==> src/design/rv_isa_pkg.sv <==
`default_nettype none

package rv_isa_pkg;

    // Instruction field widths
    localparam int OPCODE_W = 7;
    localparam int FUNCT3_W = 3;
    localparam int FUNCT7_W = 7;

    typedef logic [OPCODE_W-1:0] opcode_t;
    typedef logic [FUNCT3_W-1:0] funct3_t;
    typedef logic [FUNCT7_W-1:0] funct7_t;

    // RV32I major opcodes
    localparam opcode_t OPC_LUI    = 7'b0110111;
    localparam opcode_t OPC_AUIPC  = 7'b0010111;
    localparam opcode_t OPC_JAL    = 7'b1101111;
    localparam opcode_t OPC_JALR   = 7'b1100111;
    localparam opcode_t OPC_BRANCH = 7'b1100011;
    localparam opcode_t OPC_LOAD   = 7'b0000011;
    localparam opcode_t OPC_STORE  = 7'b0100011;
    localparam opcode_t OPC_OP_IMM = 7'b0010011;
    localparam opcode_t OPC_OP     = 7'b0110011;

    // ALU funct3, shared by OP and OP-IMM
    localparam funct3_t F3_ADD_SUB = 3'b000;
    localparam funct3_t F3_SLL     = 3'b001;
    localparam funct3_t F3_SLT     = 3'b010;
    localparam funct3_t F3_SLTU    = 3'b011;
    localparam funct3_t F3_XOR     = 3'b100;
    localparam funct3_t F3_SRL_SRA = 3'b101;
    localparam funct3_t F3_OR      = 3'b110;
    localparam funct3_t F3_AND     = 3'b111;

    // JALR has a single legal encoding
    localparam funct3_t F3_JALR = 3'b000;

    // Branch compares
    localparam funct3_t F3_BEQ  = 3'b000;
    localparam funct3_t F3_BNE  = 3'b001;
    localparam funct3_t F3_BLT  = 3'b100;
    localparam funct3_t F3_BGE  = 3'b101;
    localparam funct3_t F3_BLTU = 3'b110;
    localparam funct3_t F3_BGEU = 3'b111;

    // Load widths, bit 2 marks zero extension
    localparam funct3_t F3_LB  = 3'b000;
    localparam funct3_t F3_LH  = 3'b001;
    localparam funct3_t F3_LW  = 3'b010;
    localparam funct3_t F3_LBU = 3'b100;
    localparam funct3_t F3_LHU = 3'b101;

    // Store widths
    localparam funct3_t F3_SB = 3'b000;
    localparam funct3_t F3_SH = 3'b001;
    localparam funct3_t F3_SW = 3'b010;

    // funct7 modifiers, ALT selects SUB and SRA
    localparam funct7_t F7_BASE = 7'b0000000;
    localparam funct7_t F7_ALT  = 7'b0100000;

endpackage : rv_isa_pkg

`default_nettype wire

==> src/design/decode_ctrl_pkg.sv <==
`default_nettype none

package decode_ctrl_pkg;

    // Control word widths
    localparam int CLASS_W   = 4;
    localparam int ALU_OP_W  = 5;
    localparam int IMM_SEL_W = 3;
    localparam int RES_SEL_W = 2;

    typedef logic [CLASS_W-1:0]   instr_class_t;
    typedef logic [ALU_OP_W-1:0]  alu_op_t;
    typedef logic [IMM_SEL_W-1:0] imm_sel_t;
    typedef logic [RES_SEL_W-1:0] result_sel_t;

    // Instruction classes seen by the funct decoder
    localparam instr_class_t CLS_ILLEGAL = 4'd0;
    localparam instr_class_t CLS_LUI     = 4'd1;
    localparam instr_class_t CLS_AUIPC   = 4'd2;
    localparam instr_class_t CLS_JAL     = 4'd3;
    localparam instr_class_t CLS_JALR    = 4'd4;
    localparam instr_class_t CLS_BRANCH  = 4'd5;
    localparam instr_class_t CLS_LOAD    = 4'd6;
    localparam instr_class_t CLS_STORE   = 4'd7;
    localparam instr_class_t CLS_OP_IMM  = 4'd8;
    localparam instr_class_t CLS_OP      = 4'd9;

    // Arithmetic and logic operations
    localparam alu_op_t ALU_ADD    = 5'd0;
    localparam alu_op_t ALU_SUB    = 5'd1;
    localparam alu_op_t ALU_SLL    = 5'd2;
    localparam alu_op_t ALU_SLT    = 5'd3;
    localparam alu_op_t ALU_SLTU   = 5'd4;
    localparam alu_op_t ALU_XOR    = 5'd5;
    localparam alu_op_t ALU_SRL    = 5'd6;
    localparam alu_op_t ALU_SRA    = 5'd7;
    localparam alu_op_t ALU_OR     = 5'd8;
    localparam alu_op_t ALU_AND    = 5'd9;
    // Forwards operand B, used by LUI
    localparam alu_op_t ALU_PASS_B = 5'd10;

    // Branch compares
    localparam alu_op_t ALU_EQ  = 5'd11;
    localparam alu_op_t ALU_NE  = 5'd12;
    localparam alu_op_t ALU_LT  = 5'd13;
    localparam alu_op_t ALU_GE  = 5'd14;
    localparam alu_op_t ALU_LTU = 5'd15;
    localparam alu_op_t ALU_GEU = 5'd16;

    // Immediate formats
    localparam imm_sel_t IMM_I     = 3'd0;
    localparam imm_sel_t IMM_S     = 3'd1;
    localparam imm_sel_t IMM_B     = 3'd2;
    localparam imm_sel_t IMM_U     = 3'd3;
    localparam imm_sel_t IMM_J     = 3'd4;
    localparam imm_sel_t IMM_SHAMT = 3'd5;

    // Writeback source
    localparam result_sel_t RES_ALU = 2'd0;
    localparam result_sel_t RES_MEM = 2'd1;
    localparam result_sel_t RES_PC4 = 2'd2;

    // ALU operand muxes
    localparam logic SRC_A_RS1 = 1'b0;
    localparam logic SRC_A_PC  = 1'b1;
    localparam logic SRC_B_RS2 = 1'b0;
    localparam logic SRC_B_IMM = 1'b1;

endpackage : decode_ctrl_pkg

`default_nettype wire

==> src/design/main_decoder.sv <==
`timescale 1ns/1ns
`default_nettype none

module main_decoder (
    input  var rv_isa_pkg::opcode_t          opcode,
    input  var logic                         funct_legal,
    output decode_ctrl_pkg::instr_class_t    instr_class,
    output logic                             reg_write,
    output logic                             mem_write_en,
    output logic                             jump,
    output logic                             branch,
    output logic                             jalr_target,
    output logic                             alu_src_sel_a,
    output logic                             alu_src_sel_b,
    output logic                             err,
    output decode_ctrl_pkg::result_sel_t     result_sel
);

    // Opcode to class, FENCE and SYSTEM fall through to illegal
    always_comb begin
        case (opcode)
            rv_isa_pkg::OPC_LUI:    instr_class = decode_ctrl_pkg::CLS_LUI;
            rv_isa_pkg::OPC_AUIPC:  instr_class = decode_ctrl_pkg::CLS_AUIPC;
            rv_isa_pkg::OPC_JAL:    instr_class = decode_ctrl_pkg::CLS_JAL;
            rv_isa_pkg::OPC_JALR:   instr_class = decode_ctrl_pkg::CLS_JALR;
            rv_isa_pkg::OPC_BRANCH: instr_class = decode_ctrl_pkg::CLS_BRANCH;
            rv_isa_pkg::OPC_LOAD:   instr_class = decode_ctrl_pkg::CLS_LOAD;
            rv_isa_pkg::OPC_STORE:  instr_class = decode_ctrl_pkg::CLS_STORE;
            rv_isa_pkg::OPC_OP_IMM: instr_class = decode_ctrl_pkg::CLS_OP_IMM;
            rv_isa_pkg::OPC_OP:     instr_class = decode_ctrl_pkg::CLS_OP;
            default:                instr_class = decode_ctrl_pkg::CLS_ILLEGAL;
        endcase
    end

    // Unknown opcode or a funct field the class rejects
    assign err = (instr_class == decode_ctrl_pkg::CLS_ILLEGAL) || !funct_legal;

    always_comb begin
        reg_write     = 1'b0;
        mem_write_en  = 1'b0;
        jump          = 1'b0;
        branch        = 1'b0;
        jalr_target   = 1'b0;
        alu_src_sel_a = decode_ctrl_pkg::SRC_A_RS1;
        alu_src_sel_b = decode_ctrl_pkg::SRC_B_RS2;
        result_sel    = decode_ctrl_pkg::RES_ALU;

        // Controls stay at zero while err is raised
        if (!err) begin
            case (instr_class)
                decode_ctrl_pkg::CLS_LUI: begin
                    reg_write     = 1'b1;
                    alu_src_sel_b = decode_ctrl_pkg::SRC_B_IMM;
                end
                decode_ctrl_pkg::CLS_AUIPC: begin
                    reg_write     = 1'b1;
                    alu_src_sel_a = decode_ctrl_pkg::SRC_A_PC;
                    alu_src_sel_b = decode_ctrl_pkg::SRC_B_IMM;
                end
                // Target is pc plus immediate, link value is pc+4
                decode_ctrl_pkg::CLS_JAL: begin
                    reg_write     = 1'b1;
                    jump          = 1'b1;
                    alu_src_sel_a = decode_ctrl_pkg::SRC_A_PC;
                    alu_src_sel_b = decode_ctrl_pkg::SRC_B_IMM;
                    result_sel    = decode_ctrl_pkg::RES_PC4;
                end
                decode_ctrl_pkg::CLS_JALR: begin
                    reg_write     = 1'b1;
                    jump          = 1'b1;
                    jalr_target   = 1'b1;
                    alu_src_sel_b = decode_ctrl_pkg::SRC_B_IMM;
                    result_sel    = decode_ctrl_pkg::RES_PC4;
                end
                // Compare rs1 against rs2, no writeback
                decode_ctrl_pkg::CLS_BRANCH: begin
                    branch = 1'b1;
                end
                decode_ctrl_pkg::CLS_LOAD: begin
                    reg_write     = 1'b1;
                    alu_src_sel_b = decode_ctrl_pkg::SRC_B_IMM;
                    result_sel    = decode_ctrl_pkg::RES_MEM;
                end
                // Address is rs1 plus S immediate
                decode_ctrl_pkg::CLS_STORE: begin
                    mem_write_en  = 1'b1;
                    alu_src_sel_b = decode_ctrl_pkg::SRC_B_IMM;
                end
                decode_ctrl_pkg::CLS_OP_IMM: begin
                    reg_write     = 1'b1;
                    alu_src_sel_b = decode_ctrl_pkg::SRC_B_IMM;
                end
                decode_ctrl_pkg::CLS_OP: begin
                    reg_write = 1'b1;
                end
                default: begin
                    reg_write = 1'b0;
                end
            endcase
        end
    end

    // Sequencer would see two next-pc sources at once
    always_comb begin
        assert final (!(jump && branch))
            else $error("main_decoder: jump and branch both set, opcode %b", opcode);
    end

endmodule : main_decoder

`default_nettype wire

==> src/design/funct_decoder.sv <==
`timescale 1ns/1ns
`default_nettype none

module funct_decoder (
    input  var decode_ctrl_pkg::instr_class_t instr_class,
    input  var rv_isa_pkg::funct3_t           funct3,
    input  var rv_isa_pkg::funct7_t           funct7,
    output decode_ctrl_pkg::alu_op_t          alu_op,
    output decode_ctrl_pkg::imm_sel_t         imm_ctrl,
    output logic                              funct_legal
);

    logic                     sel_legal;
    decode_ctrl_pkg::alu_op_t  sel_op;
    decode_ctrl_pkg::imm_sel_t sel_imm;

    // Per-class funct tables
    always_comb begin
        sel_legal = 1'b1;
        sel_op    = decode_ctrl_pkg::ALU_ADD;
        sel_imm   = decode_ctrl_pkg::IMM_I;

        case (instr_class)
            decode_ctrl_pkg::CLS_LUI: begin
                sel_op  = decode_ctrl_pkg::ALU_PASS_B;
                sel_imm = decode_ctrl_pkg::IMM_U;
            end
            decode_ctrl_pkg::CLS_AUIPC: begin
                sel_imm = decode_ctrl_pkg::IMM_U;
            end
            decode_ctrl_pkg::CLS_JAL: begin
                sel_imm = decode_ctrl_pkg::IMM_J;
            end
            decode_ctrl_pkg::CLS_JALR: begin
                sel_legal = (funct3 == rv_isa_pkg::F3_JALR);
            end
            decode_ctrl_pkg::CLS_BRANCH: begin
                sel_imm = decode_ctrl_pkg::IMM_B;
                case (funct3)
                    rv_isa_pkg::F3_BEQ:  sel_op = decode_ctrl_pkg::ALU_EQ;
                    rv_isa_pkg::F3_BNE:  sel_op = decode_ctrl_pkg::ALU_NE;
                    rv_isa_pkg::F3_BLT:  sel_op = decode_ctrl_pkg::ALU_LT;
                    rv_isa_pkg::F3_BGE:  sel_op = decode_ctrl_pkg::ALU_GE;
                    rv_isa_pkg::F3_BLTU: sel_op = decode_ctrl_pkg::ALU_LTU;
                    rv_isa_pkg::F3_BGEU: sel_op = decode_ctrl_pkg::ALU_GEU;
                    default:             sel_legal = 1'b0;
                endcase
            end
            // Address add only, funct3 just picks the access width
            decode_ctrl_pkg::CLS_LOAD: begin
                case (funct3)
                    rv_isa_pkg::F3_LB, rv_isa_pkg::F3_LH, rv_isa_pkg::F3_LW,
                    rv_isa_pkg::F3_LBU, rv_isa_pkg::F3_LHU: sel_legal = 1'b1;
                    default:                                sel_legal = 1'b0;
                endcase
            end
            decode_ctrl_pkg::CLS_STORE: begin
                sel_imm = decode_ctrl_pkg::IMM_S;
                case (funct3)
                    rv_isa_pkg::F3_SB, rv_isa_pkg::F3_SH,
                    rv_isa_pkg::F3_SW: sel_legal = 1'b1;
                    default:           sel_legal = 1'b0;
                endcase
            end
            decode_ctrl_pkg::CLS_OP_IMM: begin
                case (funct3)
                    rv_isa_pkg::F3_ADD_SUB: sel_op = decode_ctrl_pkg::ALU_ADD;
                    rv_isa_pkg::F3_SLT:     sel_op = decode_ctrl_pkg::ALU_SLT;
                    rv_isa_pkg::F3_SLTU:    sel_op = decode_ctrl_pkg::ALU_SLTU;
                    rv_isa_pkg::F3_XOR:     sel_op = decode_ctrl_pkg::ALU_XOR;
                    rv_isa_pkg::F3_OR:      sel_op = decode_ctrl_pkg::ALU_OR;
                    rv_isa_pkg::F3_AND:     sel_op = decode_ctrl_pkg::ALU_AND;
                    // Shift amount sits in the low imm bits, funct7 above it
                    rv_isa_pkg::F3_SLL: begin
                        sel_op    = decode_ctrl_pkg::ALU_SLL;
                        sel_imm   = decode_ctrl_pkg::IMM_SHAMT;
                        sel_legal = (funct7 == rv_isa_pkg::F7_BASE);
                    end
                    default: begin
                        sel_imm = decode_ctrl_pkg::IMM_SHAMT;
                        if (funct7 == rv_isa_pkg::F7_BASE) begin
                            sel_op = decode_ctrl_pkg::ALU_SRL;
                        end else if (funct7 == rv_isa_pkg::F7_ALT) begin
                            sel_op = decode_ctrl_pkg::ALU_SRA;
                        end else begin
                            sel_legal = 1'b0;
                        end
                    end
                endcase
            end
            decode_ctrl_pkg::CLS_OP: begin
                if (funct7 == rv_isa_pkg::F7_BASE) begin
                    case (funct3)
                        rv_isa_pkg::F3_ADD_SUB: sel_op = decode_ctrl_pkg::ALU_ADD;
                        rv_isa_pkg::F3_SLL:     sel_op = decode_ctrl_pkg::ALU_SLL;
                        rv_isa_pkg::F3_SLT:     sel_op = decode_ctrl_pkg::ALU_SLT;
                        rv_isa_pkg::F3_SLTU:    sel_op = decode_ctrl_pkg::ALU_SLTU;
                        rv_isa_pkg::F3_XOR:     sel_op = decode_ctrl_pkg::ALU_XOR;
                        rv_isa_pkg::F3_SRL_SRA: sel_op = decode_ctrl_pkg::ALU_SRL;
                        rv_isa_pkg::F3_OR:      sel_op = decode_ctrl_pkg::ALU_OR;
                        default:                sel_op = decode_ctrl_pkg::ALU_AND;
                    endcase
                end else if (funct7 == rv_isa_pkg::F7_ALT
                             && funct3 == rv_isa_pkg::F3_ADD_SUB) begin
                    sel_op = decode_ctrl_pkg::ALU_SUB;
                end else if (funct7 == rv_isa_pkg::F7_ALT
                             && funct3 == rv_isa_pkg::F3_SRL_SRA) begin
                    sel_op = decode_ctrl_pkg::ALU_SRA;
                end else begin
                    sel_legal = 1'b0;
                end
            end
            default: begin
                sel_legal = 1'b0;
            end
        endcase
    end

    // Illegal combinations collapse to ADD with the I format
    assign funct_legal = sel_legal;
    assign alu_op      = sel_legal ? sel_op : decode_ctrl_pkg::ALU_ADD;
    assign imm_ctrl    = sel_legal ? sel_imm : decode_ctrl_pkg::IMM_I;

    always_comb begin
        assert final (imm_ctrl <= decode_ctrl_pkg::IMM_SHAMT)
            else $error("funct_decoder: imm_ctrl %0d out of range", imm_ctrl);
    end

endmodule : funct_decoder

`default_nettype wire

==> src/design/instr_decoder.sv <==
`timescale 1ns/1ns
`default_nettype none

module instr_decoder (
    input  var rv_isa_pkg::opcode_t       opcode,
    input  var rv_isa_pkg::funct3_t       funct3,
    input  var rv_isa_pkg::funct7_t       funct7,
    output logic                          reg_write,
    output logic                          mem_write_en,
    output logic                          jump,
    output logic                          branch,
    output decode_ctrl_pkg::result_sel_t  result_sel,
    output logic                          jalr_target,
    output logic                          alu_src_sel_a,
    output logic                          alu_src_sel_b,
    output decode_ctrl_pkg::alu_op_t      alu_op,
    output decode_ctrl_pkg::imm_sel_t     imm_ctrl,
    output logic                          err
);

    // Class goes forward and legality comes back
    decode_ctrl_pkg::instr_class_t instr_class;
    logic                          funct_legal;

    main_decoder main_decoder_i (
        .opcode        (opcode),
        .funct_legal   (funct_legal),
        .instr_class   (instr_class),
        .reg_write     (reg_write),
        .mem_write_en  (mem_write_en),
        .jump          (jump),
        .branch        (branch),
        .jalr_target   (jalr_target),
        .alu_src_sel_a (alu_src_sel_a),
        .alu_src_sel_b (alu_src_sel_b),
        .err           (err),
        .result_sel    (result_sel)
    );

    funct_decoder funct_decoder_i (
        .instr_class (instr_class),
        .funct3      (funct3),
        .funct7      (funct7),
        .alu_op      (alu_op),
        .imm_ctrl    (imm_ctrl),
        .funct_legal (funct_legal)
    );

endmodule : instr_decoder

`default_nettype wire

==> config.mk <==
export PLATFORM = sky130hd
export DESIGN_NAME = instr_decoder
export DESIGN_NICKNAME = d
export VERILOG_FILES = /design/src/design/rv_isa_pkg.sv /design/src/design/decode_ctrl_pkg.sv /design/src/design/main_decoder.sv /design/src/design/funct_decoder.sv /design/src/design/instr_decoder.sv
export SDC_FILE = /design/constraint.sdc
export NUM_CORES = 1
export LEC_CHECK = 0
export BUFFER_PORTS_ARGS = -buffer_cell sky130_fd_sc_hd__buf_2
export CAP_MARGIN = 5
export CELL_PAD_IN_SITES_DETAIL_PLACEMENT = 1
export CELL_PAD_IN_SITES_GLOBAL_PLACEMENT = 1
export CORE_MARGIN = 4
export CORE_UTILIZATION = 38
export DETAILED_ROUTE_END_ITERATION = 8
export PLACE_DENSITY = 0.95
export SLEW_MARGIN = 25
export SYNTH_ARGS = -nofsm -noshare
export SYNTH_HDL_FRONTEND = slang
export SYNTH_SLANG_ARGS = --single-unit
export TNS_END_PERCENT = 50
==> constraint.sdc <==
create_clock -name vclk -period 6.15
set_input_delay 1.845 -clock vclk [all_inputs]
set_output_delay 1.845 -clock vclk [all_outputs]
set_load 0.03 [all_outputs]
==> results of run 1 <==
-- logic make-up (layout without fill, tap and decap cells) --
kind of cell / count (synthesis) / after routing
AO/OA/AOI/OAI: 46 / 46
multiplexers: 2 / 2
AND/OR/NAND/NOR: 64 / 64
buffers and inverters: 17 / 43
XOR/XNOR: 4 / 4
-- tightest hold or removal path, stage by stage --
cell     delay, ps
buf_2          140
nand4_1         80
a22oi_1         70
buf_2          180
-- worst paths after layout --
check / start / to / slack [ps] / depth (start not counted)
setup / recovery: opcode[4] / imm_ctrl[0] / 450 / 7
hold / removal: opcode[0] / imm_ctrl[0] / 4160 / 4
-- cells in the final DEF (no fill, tap or decap), types with 2 or more instances in the layout --
master,count
a211oi_1,3
a21o_1,2
a21oi_1,11
a22oi_1,2
a2bb2oi_1,3
a32oi_1,2
and2_1,3
and4b_1,2
buf_2,35
inv_1,7
nand2_1,10
nand2b_1,3
nand3_1,3
nand3b_1,2
nand4_1,2
nand4b_1,2
nor2_1,11
nor2b_1,2
nor3_1,4
nor3b_1,2
nor4_1,2
nor4b_1,2
o21ai_0,11
o22a_1,2
or2_1,2
xor2_1,3
-- synthesized netlist by cell type, drive strengths merged (3+ instances only) --
cell      n
nor2b     3
nor2     11
nand4     3
nor3      4
and2      3
nand2b    3
or2       3
nand2    11
a21oi    11
a211oi    3
a2bb2oi   3
xor2      3
clkbuf    3
buf       7
nand3     4
o21ai    12
inv       7
nor3b     3
-- per-layer routing --
layer,wire (µm),vias up,global-route usage
li1,-,551,-
met1,1350,553,0.237
met2,1690,42,0.392
met3,161,10,0.0162
met4,107,0,0.0610
met5,0,-,0
-- layout make-up --
class | count | area, µm² | area share
Multi-Input combinational cell | 116 | 791 | 0.764
Inverter | 7 | 26.3 | 0.0254
Timing Repair Buffer | 36 | 183 | 0.177
Tap cell | 28 | 35.0 | 0.0339
-- report_power, final --
part	total, mW	switching (mW)	internal (mW)
sequential	0	0	0
clock	0	0	0
combinational	0.0482	0.0311	0.0172
-- metrics by stage --
step	power [mW]	hold slack (ps)
floorplan	0.0330	3890
global placement	0.0446	4160
global route	0.0524	4190
detailed placement	0.0477	4170
CTS	0.0479	4170
finish	0.0482	4160
==> results by group, run 1 <==
Synth
  • Multiplexer area fraction after synthesis: 0.0243
  • Unique masters post-synth: between 50 and 60
  • Post-Synth Adder-Cell Area: 0
  • Synth Area in Compound Gates: 0.384
  • YS warnings: 0
  • Synth top area cells: a21oi_1 (6.3%), o21ai_0 (6.3%), nor2_1 (4.7%), nand2_1 (4.3%), a2111oi_4 (3.1%)
  • Avg Synthesized Cell Area: 6.59 µm²
  • Post-Synth Simple-Gate Area: 0.454
  • Mapped Nets: 150
  • Mapped Cells: 133
  • Synth area leader: a21oi_1
  • Sequential area share after synthesis: 0
  • Synthesized cell area: 877 µm²
  • Largest family of logic cells by synthesized area: simple AND/OR/NAND/NOR gates
  • Post-Synth XOR/XNOR Area: 0.0399
  • Top-area cell type share of the netlist area: 0.0628

Power and ir drop
  • Static leakage: 0.436 nW
  • Pwr/cell area: between 40 and 50 mW/mm²
  • Worst VDD drop: roughly 0.034 mV

Final layout
  • Final #Nets: 178
  • Layout clock buffers: 0
  • Area growth from synthesis to layout: 18.0%
  • Seq cells: 0
  • Antenna diode count: 0
  • Post-Layout Cell Count: 187
  • Register area: 0 µm²
  • Design Area, Final: between 0.001 and 0.0015 mm²
  • Core Util, Final: 0.468
  • Fillers: 317
  • Share of cells above drive strength 1: 0.296

Global routing
  • GRT Overall Usage: 0.205
  • Initial antenna violation count: 0
  • Vias in the first global route: 1,178
  • Largest net degree at the start of global routing: 18
  • Grt total ovfl: 0
  • First-pass GRT wire length: 5.46 mm

Placed design
  • Placed Cells: roughly 190
  • DP Worst Slack: ~450 ps
  • Post-DP HPWL: roughly 2.7 mm
  • DP Area: ~0.0010 mm²
  • Routability cong.: roughly 0.83
  • Port buffer count: 35

Setup path
  • Buf/Inv on CP: 2
  • Crit Path Max Fanout: 12
  • Critical path class: in -> out
  • CP max stage cell: a2111oi_4
  • Setup crit start kind: input pin
  • CP Capture Type: output port
  • WP data required: about 4300 ps
  • Top Family by Delay on Critical Path: compound AO/OA/AOI/OAI gates
  • Worst path cell trace: buf_2 > mux2_1 > o22a_1 > nor3b_4 > a2111oi_4 > a22oi_1 > buf_2
  • Crit-path most repeated cell: buf_2
  • Worst path max stage delay: 520 ps
  • CP arrival: around 3900 ps

Floorplanning
  • Die W: 56.0 µm
  • Std cell rows: 17
  • Core area: 0.00221 mm²
  • Chip height: 56.0 µm
  • # IOs: 35
  • Starting density of the core: 0.396
  • Die area: between 0.003 and 0.004 mm²

Timing
  • Worst-Margin Slew: 660 ps
  • Period minus WS final: between 5000 and 6000 ps
  • Final Hold Vio Count: 0
  • Total negative slack: 0 ps
  • Worst setup margin: 450 ps
  • RSZ-0062 raised after global routing: false
  • FMAX: approximately 0.18 GHz
  • Final setup fails: 0
  • Period utilization: 0.927
  • Max_slew headroom: 0.556
  • Max-slew violations: 0

CTS
  • # hold bufs at CTS: 0
  • Postcts setup bufs: 0
  • Post-CTS resize count: 0

Drt
  • Final WL: between 3 and 4 mm
  • Initial DRC count: 17
  • Routed Antenna Nets: 0
  • DR DRC count: 0
  • Routed WL per cell: 17.7 µm
  • Vias per cell: 6.18
  • DR pass1 iterations: 4
  • Vias: ~1,200

Status
  • Status: completed

Hold path
  • Hold Path Class: in -> out

Job
  • Max Cap Viol: 0
(Power assumes the default switching activity.)
==> run 2, diff against run 1 <==
--- a/config.mk
+++ b/config.mk
@@ -9,7 +9,7 @@
 export CAP_MARGIN = 5
 export CELL_PAD_IN_SITES_DETAIL_PLACEMENT = 1
 export CELL_PAD_IN_SITES_GLOBAL_PLACEMENT = 1
-export CORE_MARGIN = 4
+export CORE_ASPECT_RATIO = 0.7
 export CORE_UTILIZATION = 38
 export DETAILED_ROUTE_END_ITERATION = 8
 export PLACE_DENSITY = 0.95
==> results by group, run 2 (same netlist as run 1, synthesis figures left out) <==
Status
  • Status: completed (unchanged)

CTS
  • # hold bufs at CTS: 0 (unchanged)
  • Postcts setup bufs: 0 (unchanged)
  • Post-CTS resize count: 0 (unchanged)

Setup path
  • CP arrival: 3920 ps (was 3850 ps)
  • Setup crit start kind: input pin (unchanged)
  • Critical path class: in -> out (unchanged)
  • CP Capture Type: output port (unchanged)
  • WP data required: 4300 ps (about the same)
  • Crit Path Max Fanout: 12 (unchanged)

Timing
  • Period utilization: 0.938 (was 0.927)
  • Max_slew headroom: 0.555 (was 0.556)
  • Total negative slack: 0 ps (unchanged)
  • RSZ-0062 raised after global routing: false (unchanged)
  • Max-slew violations: 0 (unchanged)
  • Period minus WS final: 5770 ps (was 5700 ps)
  • Final setup fails: 0 (unchanged)
  • Worst-Margin Slew: 662 ps (was 660 ps)
  • Worst setup margin: 384 ps (was 450 ps)
  • Final Hold Vio Count: 0 (unchanged)
  • FMAX: 0.173 GHz (was 0.175 GHz)

Final layout
  • Fillers: 326 (was 317)
  • Post-Layout Cell Count: 190 (was 187)
  • Commonest non-fill, non-tap cell in the layout: buf_2 (unchanged)
  • Share of cells above drive strength 1: 0.291 (was 0.296)
  • Core Util, Final: 0.475 (was 0.468)
  • Area growth from synthesis to layout: 17.7% (was 18.0%)
  • Design Area, Final: 0.00103 mm² (about the same)
  • Final #Nets: 177 (was 178)
  • Layout clock buffers: 0 (unchanged)
  • Register area: 0 µm² (unchanged)
  • Seq cells: 0 (unchanged)
  • Area of the multi-input gates: 791 µm² (unchanged)
  • Antenna diode count: 0 (unchanged)
  • Most frequent cells in the layout: buf_2 (35), nor2_1 (11), a21oi_1 (11), o21ai_0 (11), nand2_1 (10) (unchanged)

Floorplanning
  • Die W: 59.4 µm (was 56.0 µm)
  • Chip height: 42.2 µm (was 56.0 µm)
  • Std cell rows: 14 (was 17)
  • Core area: 0.00217 mm² (was 0.00221 mm²)
  • Die area: 0.00251 mm² (was 0.00314 mm²)
  • Starting density of the core: 0.404 (was 0.396)
  • # IOs: 35 (unchanged)

Power and ir drop
  • Clock share of power: 0 (about the same)
  • Gate power share: 1.000 (about the same)
  • Int Power: 0.0170 mW (was 0.0172 mW)
  • Power share of the sequential group: 0 (about the same)
  • Worst VDD drop: 0.0211 mV (was 0.0343 mV)
  • Pwr/cell area: 46.0 mW/mm² (was 46.6 mW/mm²)
  • Switching power total: 0.0305 mW (was 0.0311 mW)
  • Static leakage: 0.430 nW (was 0.436 nW)
  • Switching Share: 0.641 (was 0.644)

Placed design
  • Post-DP HPWL: 2.45 mm (was 2.68 mm)
  • Port buffer count: 35 (unchanged)
  • Routability cong.: 0.900 (was 0.828)
  • DP Worst Slack: 431 ps (was 449 ps)
  • Placed Cells: 190 (was 187)
  • DP Area: 0.00103 mm² (about the same)

Global routing
  • First-pass GRT wire length: 5.23 mm (was 5.46 mm)
  • Grt total ovfl: 0 (unchanged)
  • Largest net degree at the start of global routing: 18 (unchanged)
  • Initial antenna violation count: 0 (unchanged)
  • Vias in the first global route: 1,070 (was 1,178)
  • GRT Overall Usage: 0.264 (was 0.205)

Drt
  • Initial DRC count: 70 (was 17)
  • Vias: 1,110 (was 1,156)
  • Routed Antenna Nets: 0 (unchanged)
  • DR pass1 iterations: 4 (unchanged)
  • Final WL: 3.07 mm (was 3.31 mm)
  • DR DRC count: 0 (unchanged)
  • Routed WL per cell: 16.2 µm (was 17.7 µm)
  • Vias per cell: 5.84 (was 6.18)

Job
  • Max Cap Viol: 0 (unchanged)

Hold path
  • Hold Path Class: in -> out (unchanged)
-- run 2: cell count changes in the layout (fill, tap and decap cells not counted), sizes merged --
cell,before,now
buf,36,35
-- run 2: layout make-up --
class              instances  area share
repair buffers            35       0.170
multi-input cells        116       0.766
inverters                  7      0.0255
well taps                 32      0.0388
-- run 2: through the flow --
stage          hold slack [ps]  power (mW)
2_1_floorplan             3890      0.0330
3_3_place_gp              4150      0.0444
6_report                  4170      0.0475
3_5_place_dp              4160      0.0466
4_1_cts                   4160      0.0469
5_1_grt                   4200      0.0525
-- run 2: final timing paths --
path / start / to / slack (ps) / cells after the start
max: opcode[4] / imm_ctrl[0] / 380 / 7
min: opcode[0] / mem_write_en / 4170 / 4
-- run 2: power by group through the flow --
stage               Sequential, mW  Clock [mW]  Combinational (mW)
floorplan                        0           0              0.0330
global placement                 0           0              0.0444
detailed placement               0           0              0.0466
CTS                              0           0              0.0469
global route                     0           0              0.0525
finish                           0           0              0.0475
-- run 2: routing by layer --
metal / up-vias / GRT usage / routed length [µm]
met2: 36 / 0.431 / 1430
met4: 0 / 0 / 0
li1: 551 / - / -
met5: - / 0 / 0
met3: 0 / 0.00926 / 144
met1: 523 / 0.403 / 1500
-- run 2: critical path, stage by stage --
cell,delay [ps]
buf_2,200
mux2_1,370
o22a_1,330
nor3b_4,220
a2111oi_4,550
a22oi_1,190
buf_2,210
